$ cat src/rtl/mem_pkg.sv
package mem_pkg;

  // ~~~~~~~~~~~~~~~~~~~~~~~~~~~~~~~~~~~~~~~~
  // Sizes
  // ~~~~~~~~~~~~~~~~~~~~~~~~~~~~~~~~~~~~~~~~

  localparam int WIDTH   = 16;
  localparam int BITADDR = 10;
  localparam int NUM_RD  = 3;

  // ~~~~~~~~~~~~~~~~~~~~~~~~~~~~~~~~~~~~~~~~
  // Request and response words
  // ~~~~~~~~~~~~~~~~~~~~~~~~~~~~~~~~~~~~~~~~

  // Write port, bw bit set means write that bit
  typedef struct packed {
    logic               write;
    logic [BITADDR-1:0] adr;
    logic [WIDTH-1:0]   din;
    logic [WIDTH-1:0]   bw;
  } wr_req_t;

  typedef struct packed {
    logic               read;
    logic [BITADDR-1:0] adr;
  } rd_req_t;

  // Dout is zero whenever vld is low
  typedef struct packed {
    logic             vld;
    logic [WIDTH-1:0] dout;
  } rd_rsp_t;

endpackage

$ cat src/rtl/mem_rsp_stage.sv
`timescale 1ns/10ps

module mem_rsp_stage #(
  parameter int SRAM_DELAY = 1,
  parameter int FLOPOUT    = 0
) (
  input  logic                                           clk,
  input  logic                                           rst,
  input  mem_pkg::rd_req_t [mem_pkg::NUM_RD-1:0]          rd_issue,
  input  logic [mem_pkg::NUM_RD-1:0][mem_pkg::WIDTH-1:0]  sram_dout,
  output mem_pkg::rd_rsp_t [mem_pkg::NUM_RD-1:0]          rsp
);

  import mem_pkg::*;

  logic [NUM_RD-1:0]    issue_vld;
  logic [NUM_RD-1:0]    sram_vld;
  rd_rsp_t [NUM_RD-1:0] rsp_nxt;

  always_comb begin
    for (int i = 0; i < NUM_RD; i++) begin
      issue_vld[i] = rd_issue[i].read;
    end
  end

  // ~~~~~~~~~~~~~~~~~~~~~~~~~~~~~~~~~~~~~~~~
  // Valid pipeline matching SRAM latency
  // ~~~~~~~~~~~~~~~~~~~~~~~~~~~~~~~~~~~~~~~~

  generate
    if (SRAM_DELAY == 0) begin : g_nodly
      assign sram_vld = issue_vld;
    end else begin : g_dly
      logic [NUM_RD-1:0] vld_pipe [SRAM_DELAY];

      always_ff @(posedge clk) begin
        if (rst) begin
          for (int s = 0; s < SRAM_DELAY; s++) begin
            vld_pipe[s] <= '0;
          end
        end else begin
          vld_pipe[0] <= issue_vld;
          for (int s = 1; s < SRAM_DELAY; s++) begin
            vld_pipe[s] <= vld_pipe[s-1];
          end
        end
      end

      assign sram_vld = vld_pipe[SRAM_DELAY-1];
    end
  endgenerate

  always_comb begin
    for (int i = 0; i < NUM_RD; i++) begin
      rsp_nxt[i].vld  = sram_vld[i];
      rsp_nxt[i].dout = sram_vld[i] ? sram_dout[i] : '0;
    end
  end

  // Optional output flop
  generate
    if (FLOPOUT == 1) begin : g_flop
      always_ff @(posedge clk) begin
        rsp <= rsp_nxt;
        if (rst) begin
          for (int i = 0; i < NUM_RD; i++) begin
            rsp[i].vld <= 1'b0;
          end
        end
      end
    end else begin : g_pass
      assign rsp = rsp_nxt;
    end
  endgenerate

endmodule

$ cat config.mk
export PLATFORM = sky130hd
export DESIGN_NAME = mem_rsp_stage
export DESIGN_NICKNAME = d
export VERILOG_FILES = /design/src/rtl/mem_pkg.sv /design/src/rtl/mem_rsp_stage.sv
export SDC_FILE = /design/constraint.sdc
export NUM_CORES = 1
export LEC_CHECK = 0
export BUFFER_PORTS_ARGS = -buffer_cell sky130_fd_sc_hd__buf_4
export CAP_MARGIN = 20
export CORE_MARGIN = 2
export CORE_UTILIZATION = 19
export DETAILED_ROUTE_END_ITERATION = 10
export PLACE_DENSITY = 0.8
export SLEW_MARGIN = 20
export SYNTH_ARGS = -nofsm -noshare
export SYNTH_HDL_FRONTEND = slang
export SYNTH_SLANG_ARGS = --single-unit
$ cat constraint.sdc
create_clock -name clk -period 0.8 [get_ports clk]
set_input_delay 0.04 -clock clk [delete_from_list [all_inputs] [get_ports clk]]
set_output_delay 0.04 -clock clk [all_outputs]
set_load 0.1 [all_outputs]
==> out/metrics.yaml, run 1 <==
status:
  status: "did not finish"
  stop_stage: "global routing"
  tool.error: "[ERROR DPL-0033] detailed placement checks failed during check placement."
floorplanning:
  die_x_um: 53.0
  start_util: 0.204
  rows: 17
  die_h_um: 53.0
  top_level_ports: 134
clock_tree:
  numCtsBuffers: 3
  htreeDepth: 1
  cts_root_buf: "clkbuf_4"
  clockBufferDepth: 2
  numClockSinks: 3
synthesis:
  yosys_register_bits: 3
  post_synth_num_cell_types: 5
  avgSynthCellArea_um2: 8.01
  synth_fp_nets: 140
  syn_inst: 57
  synth-seq-area-share: 0.132
  yosysWarnings: 0
  netlist_area_um2: 457
place:
  place.gp.congestion: 0.733
  port_buffers: 103
  dp_cells: 185
  hpwl_mm: 1.97
sta:
  endpoint_type: "primary output"
  crit_endpoint: "rsp[35]"
grt:
  grt_max_degree: 18
  antenna_found_initial: 0
## logic make-up after synthesis
| group | synth area share |
|---|---|
| buf+inv | 0.0740 |
| flops | 0.132 |
| simple gates | 0.795 |
## metrics by stage
step	area, µm²	utilization	worst slack [ns]
2_1_floorplan	544	-	-0.285
4_1_cts	2060	0.922	-0.286
3_5_place_dp	1320	0.590	-0.112
3_3_place_gp	1320	0.590	-0.0985
## synth_stat cells, drive strengths merged
cell type | count | area [µm²]
dfxtp | 3 | 60.1
buf | 3 | 33.8
and2 | 48 | 344
nor2b | 3 | 18.8
## repair_timing
item                                    in CTS
gates resized for setup                    156
buffers inserted                             5
endpoints found under the hold margin        3
hold buffers                                 1
pin swaps                                    0
endpoints found under the setup margin      51
==> run 2: changes to the inputs <==
CORE_AREA = 2 2 63 65   (was not set)
CORE_MARGIN = not set   (was 2)
CORE_UTILIZATION = not set   (was 19)
DIE_AREA = 0 0 65 67   (was not set)
PLACE_DENSITY = not set   (was 0.8)
PLACE_DENSITY_LB_ADDON = 0.15   (was not set)
==> run 2 against run 1 <==
The flow now finishes, with violations (negative setup slack); synthesized cell count did not move; area after synthesis did not move.
==> out/metrics.yaml, run 2 <==
sta:
  slew_headroom: 0.948
  finalCritPeriodShare: 1.34
  timing.final.ws_setup_ns: -0.270
  worst_pin_slew_ns: 0.0771
  timing.final.hold_violations: 0
  fmax_ghz: 0.934
  hold_slack_ns: 0.0367
  setup_viol: 51
  slew_viol_final: 0
  fin_crit_ns: 1.07
  rsz0062_at_grt: "true"
cells_and_area:
  fin_area_um2: 2150
  reg_top3: "g_dly.vld_pipe x3"
  nets: 255
  largest_register: "g_dly.vld_pipe"
  drive_gt1_frac: 0.971
  area_growth_pct: 372
  most-common-layout-cells: "55 x buf_4, 54 x buf_12, 48 x and2_4"
  antennaDiodeCount: 0
  layout_commonest_cell: "buf_4"
  largest_reg_flops: 3
routing:
  drt_iter0_drc: 9
  dr.pass1.iters: 2
  viasPerCell: 3.76
  drt_wl_total_mm: 3.12
  ant_nets: 0
  drt-wirelength-per-cell_um: 14.2
  via_count: 823
  drc: 0
grt:
  grt_max_degree: 10
  grt_pass1_vias: 852
  grt_use_total: 0.133
  grt_first_pass_wirelength_mm: 4.31
  antenna_found_initial: 0
  overflow: 0
synthesis:
  synth_compound_area_frac: 0  # unchanged
  synth_top_area_frac: 0.575  # unchanged
  synth_fp_nets: 140  # unchanged
  ys_top_cells_by_area: "and2_2 58%, and2_1 18%, dfxtp_1 13%"
  synth_edf_count: 0  # unchanged
  synth_top_family_by_area: "simple AND/OR/NAND/NOR gates"
  synth-xor-area-share: 0  # unchanged
  synth-simple-area-share: 0.795  # unchanged
  synth_common_cells: "35 x and2_2, 13 x and2_1, 3 x buf_6, 3 x dfxtp_1, 3 x nor2b_1"
  yosysWarnings: 0  # unchanged
  post_synth_num_cell_types: 5  # unchanged
  synth_ff_type: "dfxtp_1"
  synthArstFlopShare: 0  # unchanged
  yosysMostFrequentCell: "and2_2"
  avgSynthCellArea_um2: 8.01  # unchanged
  yosys_register_bits: 3  # unchanged
  synth_fa_ha_area_frac: 0  # unchanged
  netlist_area_um2: 457  # unchanged
  yosysTopAreaCell: "and2_2"
  synth.area.mux_share: 0  # unchanged
  syn_inst: 57  # unchanged
  synth-seq-area-share: 0.132  # unchanged
floorplanning:
  die_x_um: 65  # +23%
  rows: 22  # +5
  top_level_ports: 134  # unchanged
  die_h_um: 67  # +26%
  core_area_um2: 3610
  start_util: 0.127  # -0.0778
  dieArea_um2: 4360
hold_path:
  hold_class: "primary input to register"
setup_path:
  cp.required_ns: 0.76
  path_cells: "buf_6, and2_4, buf_12"
  startpoint_type: "register"
  worst_setup_path_end_kind: "output pin"
  cp_max_fo: 8
  critical_path_class: "register to output pin"
  crit_buf_inv: 2
  timing.critical_path.slowest_stage_cell: "dfxtp_4"
  worstPathArrival_ns: 1.03
  cpPeakStageDelay_ns: 0.36
  cp_top_family: "flip-flops"
clock_tree:
  numCtsBuffers: 3  # unchanged
  clockBufferDepth: 2  # unchanged
  htreeDepth: 1  # unchanged
  numClockSinks: 3  # unchanged
  clkTransAtPathRegs_ns: 0.03
  cts_root_buf: "clkbuf_8"
  cts_tree: "yes"
run:
  maxCapViolations: 0
status:
  violations: "negative setup slack"
  status: "complete, but fails checks"
place:
  port_buffers: 103  # unchanged
  placed_cell_area_um2: 1340  # +1.9%
  hpwl_mm: 2.11  # +7.1%
  place.gp.congestion: 0.676  # -7.9%
power_and_ir_drop:
  power_leakage_nw: 1.02
  p_per_area_nw_per_um2: 1070
  ir_drop_uv: 830
[run 2: cell counts after synthesis]
No cell type changed its count.
[run 2: timing repair]
item | 4_1_cts | 5_1_grt
gates resized for setup | 153 | 6
hold endpoints to repair | 3 | 0
endpoints found under the setup margin | 51 | 51
setup buffers | 7 | 2
hold buffers | 1 | 0
pin swaps | 1 | 1
[run 2: path summary, 6_finish.rpt]
check                             from                              end  slack, ns  cells after the start
max    g_dly.vld_pipe[0][0]$_SDFF_PP0_                          rsp[12]      -0.27                      3
min                       rd_issue[21]  g_dly.vld_pipe[0][1]$_SDFF_PP0_       0.04                      2
[run 2: power breakdown]
| part | internal, mW | leakage (nW) | switching, mW | total (mW) |
|---|---|---|---|---|
| logic | 0.728 | 0.966 | 0.973 | 1.70 |
| registers | 0.155 | 0.0267 | 0.00994 | 0.165 |
| clock network | 0.340 | 0.0228 | 0.0972 | 0.437 |
| total | 1.22 | 1.02 | 1.08 | 2.30 |
[run 2: logic make-up (layout without fill, tap and decap cells)]
kind of cell | after synthesis | after routing
buffers and inverters | 3 | 117
DFF | 3 | 3
and+or+nand+nor | 51 | 51
[run 2: through the flow]
step,util,total power [mW],std cells,setup slack [ns],setup TNS (ns)
after floorplan,-,1.12,57,-0.285,-11.94
after global placement,0.373,1.46,205,-0.113,-4.61
after detailed placement,0.373,1.47,205,-0.118,-5.18
after CTS,0.586,2.29,217,-0.256,-12.34
after global routing,0.597,2.38,219,-0.294,-13.53
final,0.597,2.30,219,-0.270,-12.05
[run 2: final cells by class]
type | instances | area, µm²
multi-input combinational | 51 | 439
fill | 300 | 1450
tap | 48 | 60.1
sequential | 3 | 71.3
clock buffer | 4 | 45.0
timing repair buffer | 113 | 1540
[run 2: per-layer routing]
| layer | global-route usage | vias up | share of wire |
|---|---|---|---|
| met5 | 0 | - | 0 |
| met4 | 0.0479 | 0 | 0.0061 |
| met3 | 0.0321 | 2 | 0.070 |
| met2 | 0.311 | 38 | 0.67 |
| met1 | 0.0972 | 387 | 0.25 |
| li1 | - | 396 | - |
No activity file was read; power rests on OpenSTA's default activity.
==> run 3: changes to the inputs <==
PLACE_DENSITY = 0.61   (was not set)
PLACE_DENSITY_LB_ADDON = not set   (was 0.15)
SKIP_LAST_GASP = 1   (was not set)
==> run 3 against run 2 <==
The run still ends with negative setup slack left; maximum frequency rose by 0.12%; non-clock buffer count fell by 3; largest power group unchanged; sequential share of layout area barely moved; critical path type unchanged; flip-flop and latch count did not move; first-iteration DRC count fell by 67%; final cell count fell by 1.4%; setup slack improved by 0.0013 ns.
==> out/metrics.yaml, run 3 (synthesis results as in run 2) <==
routing:
  drt-wirelength-per-cell_um: 14.6  # +2.3%
  ant_nets: 0  # unchanged
  wl_met2_mm: 2.01  # -4.0%
  wl_met1_um: 897  # +14%
  via_count: 834  # +1.3%
  route.met3.wl_um: 217  # -0.46%
  dr.max_layer_used: "met4"
  viasPerCell: 3.86  # +2.7%
  drc: 0  # unchanged
  dr.pass1.iters: 2  # unchanged
  drt_wl_total_mm: 3.15  # +0.93%
  drt_iter0_drc: 3  # -6
cells_and_area:
  nets: 252  # -1.2%
  fillers: 309  # +3.0%
  most-common-layout-cells: "53 x buf_12, 52 x buf_4, 48 x and2_4"
  antennaDiodeCount: 0  # unchanged
  layout_commonest_cell: "buf_12"
  drive_gt1_frac: 0.970  # about the same
  multiInputGateArea_um2: 439  # unchanged
  largest_reg_flops: 3  # unchanged
  largest_register: "g_dly.vld_pipe"
  reg_top3: "g_dly.vld_pipe x3"
  area_growth_pct: 368
  regArea_um2: 71.3  # unchanged
setup_path:
  timing.critical_path.slowest_stage_cell: "dfxtp_4"
  cp_max_fo: 8  # unchanged
  worstPathArrival_ns: 1.03  # about the same
  cpPeakStageDelay_ns: 0.35  # about the same
  startpoint_type: "register"
  cp_top_family: "flip-flops"
  crit_buf_inv: 2  # unchanged
  path_cells: "buf_8, and2_4, buf_12"
  worst_setup_path_end_kind: "output pin"
  cp.required_ns: 0.76  # about the same
  critical_path_class: "register to output pin"
grt:
  overflow: 0  # unchanged
  grt_pass1_vias: 887  # +4.1%
  antenna_found_initial: 0  # unchanged
  grt_use_total: 0.138  # +0.00502
  grt_max_degree: 10  # unchanged
  grt_first_pass_wirelength_mm: 4.46  # +3.5%
clock_tree:
  cts_root_buf: "clkbuf_8"
  clkTransAtPathRegs_ns: 0.03  # about the same
  numCtsBuffers: 3  # unchanged
  htreeDepth: 1  # unchanged
  numClockSinks: 3  # unchanged
  cts_tree: "yes"
  clockBufferDepth: 2  # unchanged
power_and_ir_drop:
  power_leakage_nw: 1.00  # -1.3%
  ir_drop_uv: 897  # +8.0%
  p_per_area_nw_per_um2: 1080  # +0.66%
  power_mw: 2.30  # -0.10%
floorplanning:
  start_util: 0.127  # unchanged
  top_level_ports: 134  # unchanged
  die_x_um: 65  # unchanged
  core_area_um2: 3610  # unchanged
  die_h_um: 67  # unchanged
  dieArea_um2: 4360  # unchanged
  rows: 22  # unchanged
sta:
  timing.final.ws_setup_ns: -0.269  # +0.00127 ns
  hold_slack_ns: 0.0367  # +0.0000131 ns
  slew_headroom: 0.951  # +0.00233
  finalCritPeriodShare: 1.34  # -0.00158
  fmax_ghz: 0.935  # +0.12%
  worst_pin_slew_ns: 0.0737  # -0.00348 ns
  setup_viol: 51  # unchanged
  fin_crit_ns: 1.07  # -0.00127 ns
  timing.final.hold_violations: 0  # unchanged
  rsz0062_at_grt: "true"
  slew_viol_final: 0  # unchanged
place:
  place.gp.congestion: 0.660  # -2.3%
  port_buffers: 103  # unchanged
  hpwl_mm: 2.19  # +3.8%
status:
  violations: "negative setup slack"
  status: "complete, but fails checks"
hold_path:
  hold_class: "primary input to register"
run:
  maxCapViolations: 0  # unchanged
run 3: cell count changes in the layout (fill, tap and decap cells not counted), sizes merged:
cell and delta:
buf -3
run 3: final cells by class:
type / count / area share
clock buffers: 4 / 0.0211
flip-flops and latches: 3 / 0.0334
repair buffers: 110 / 0.712
multi-input cells: 51 / 0.206
well taps: 48 / 0.0281
run 3: final timing paths:
path | end | startpoint | slack (ns) | depth (start not counted)
setup / recovery | rsp[30] | g_dly.vld_pipe[0][1]$_SDFF_PP0_ | -0.27 | 3
hold / removal | g_dly.vld_pipe[0][1]$_SDFF_PP0_ | rd_issue[21] | 0.04 | 2
run 3: power breakdown:
part | switching (mW) | internal, mW
Sequential | 0.0106 | 0.155
Clock | 0.0985 | 0.340
Combinational | 0.974 | 0.722
Total | 1.08 | 1.22
run 3: timing repair:
action                                  in CTS  in global routing
endpoints found under the hold margin        3                  0
buffers inserted                             6                  0
gates resized for setup                    152                  9
hold buffers                                 1                  0
pin swaps                                    0                  3
endpoints found under the setup margin      51                 51
run 3: per-layer routing:
metal  global-route usage  vias to the layer above
met4               0.0426                        0
met1                0.114                      397
met2                0.316                       43
met5                    0                        -
met3               0.0236                        2
li1                     -                      392
run 3: stage by stage:
step / cells / setup WS, ns / setup TNS, ns / util / cell area (µm²)
6_report: 216 / -0.269 / -12.16 / 0.593 / 2140
5_1_grt: 216 / -0.299 / -13.57 / 0.593 / 2140
4_1_cts: 216 / -0.265 / -12.46 / 0.582 / 2100
3_5_place_dp: 205 / -0.131 / -5.50 / 0.373 / 1340
3_3_place_gp: 205 / -0.110 / -4.46 / 0.373 / 1340
2_1_floorplan: 57 / -0.285 / -11.94 / - / 544
==> run 4: changes to the inputs <==
clock period = 1.35 ns   (was 0.8 ns; I/O delays follow)
==> run 4 against run 3 <==
The flow now finishes without violations; largest power group unchanged; sequential share of layout area increased by 2.0 points; critical path type unchanged; worst hold slack got worse by 0.018 ns; non-clock buffer count decreased by 7; global-route usage decreased by 5.9 points; final cell count decreased by 3.2%; routed wire length decreased by 34%.
==> out/metrics.yaml, run 4 (synthesis results as in run 2) <==
cells_and_area:
  instances_no_fill: 209  # -3.2%
  drive_gt1_frac: 0.975  # +0.00492
  layout_commonest_cell: "buf_4"
  largest_reg_flops: 3  # unchanged
  antennaDiodeCount: 0  # unchanged
  largest_register: "g_dly.vld_pipe"
  area_growth_pct: 191
  reg_top3: "g_dly.vld_pipe x3"
  nets: 245  # -2.8%
  most-common-layout-cells: "103 x buf_4, 48 x and2_2, 3 x nor2b_1, 3 x clkbuf_8, 3 x dfxtp_4"
power_and_ir_drop:
  power_leakage_nw: 0.748  # -25%
  ir_drop_uv: 468  # -48%
  power_mw: 1.08  # -53%
  p_per_area_nw_per_um2: 809  # -25%
place:
  place.gp.congestion: 0.670  # +1.4%
  dp_cells: 205  # unchanged
  place_ws_ns: 0.428  # +0.559 ns
  port_buffers: 103  # unchanged
floorplanning:
  dieArea_um2: 4360  # unchanged
  core_area_um2: 3610  # unchanged
  die_h_um: 67  # unchanged
  top_level_ports: 134  # unchanged
  start_util: 0.127  # unchanged
  die_x_um: 65  # unchanged
  rows: 22  # unchanged
setup_path:
  startpoint_type: "register"
  cp-startpoint: "g_dly.vld_pipe[0][2]$_SDFF_PP0_"
  critical_path_class: "register to output pin"
  cp.required_ns: 1.28  # +0.52 ns
  timing.critical_path.slowest_stage_cell: "dfxtp_4"
  worst_setup_path_end_kind: "output pin"
  crit_buf_inv: 1  # -1
  cp_top_family: "flip-flops"
  path_cells: "and2_2, buf_4"
  cpPeakStageDelay_ns: 0.41  # +0.06 ns
  worstPathArrival_ns: 1.07  # +0.04 ns
  cp_max_fo: 17  # +9
grt:
  grt_use_total: 0.0792  # -0.0590
  grt_max_degree: 18  # +8
  antenna_found_initial: 0  # unchanged
  overflow: 0  # unchanged
  grt_first_pass_wirelength_mm: 2.75  # -38%
  grt_pass1_vias: 625  # -30%
sta:
  worst_pin_slew_ns: 0.285  # +0.211 ns
  slew_viol_final: 0  # unchanged
  finalCritPeriodShare: 0.842
  setup_viol: 0  # -100%
  finalSetupTns_ns: 0  # +12.16 ns
  timing.final.hold_violations: 0  # unchanged
  fmax_ghz: 0.880
  slew_headroom: 0.812  # -0.139
  rsz0062_at_grt: "false"
  fin_crit_ns: 1.14
  timing.final.ws_setup_ns: 0.214  # +0.483 ns
clock_tree:
  holdBufCountCts: 0  # -1
  cts_resized: 0  # -100%
  post-cts-setup-buffers: 0  # -6
  numCtsBuffers: 3  # unchanged
  clkTransAtPathRegs_ns: 0.03  # about the same
  clockBufferDepth: 2  # unchanged
  cts_root_buf: "clkbuf_8"
  htreeDepth: 1  # unchanged
  cts_tree: "yes"
  numClockSinks: 3  # unchanged
routing:
  drt_iter0_drc: 23  # +20
  ant_nets: 0  # unchanged
  drt_wl_total_mm: 2.09  # -34%
  via_count: 732  # -12%
  dr.pass1.iters: 3  # +1
  drc: 0  # unchanged
  viasPerCell: 3.50  # -9.3%
  drt-wirelength-per-cell_um: 10.0  # -31%
status:
  status: "complete, no violations"
run:
  maxCapViolations: 0  # unchanged
hold_path:
  hold_class: "primary input to register"
  hp-start: "rst"
[run 4: cell count changes in the layout (fill, tap and decap cells not counted), sizes merged]
cell / previous run / this run
buf: 109 / 103
dlygate4sd3: 1 / 0
[run 4: layer usage]
metal,vias up,GRT usage,share of wire
met5,-,0,0
met1,318,0.0782,0.32
met4,0,0.0239,0
li1,376,-,-
met3,0,0.0186,0.10
met2,38,0.161,0.57
[run 4: worst paths after layout]
kind	cells past startpoint	slack, ns	end
worst max-delay path	2	0.21	rsp[39]
worst min-delay path	2	0.02	g_dly.vld_pipe[0][1]$_SDFF_PP0_
[run 4: stage by stage]
stage,utilization,instance area (µm²),hold slack [ns]
6_report,0.368,1330,0.0185
5_1_grt,0.368,1330,0.0254
4_1_cts,0.368,1330,0.0132
3_5_place_dp,0.356,1280,0.237
3_3_place_gp,0.356,1280,0.235
2_1_floorplan,-,484,0.129
[run 4: where the power goes]
part	switching (mW)	leakage (nW)	internal [mW]
Sequential	0.0160	0.0267	0.0921
Combinational	0.503	0.698	0.208
Clock	0.0546	0.0228	0.201
[run 4: area by class of cell]
type | count | area, µm²
multi-input combinational | 51 | 379
sequential | 3 | 71.3
timing repair buffer | 103 | 773
clock buffer | 4 | 45.0
fill | 392 | 2280
tap | 48 | 60.1
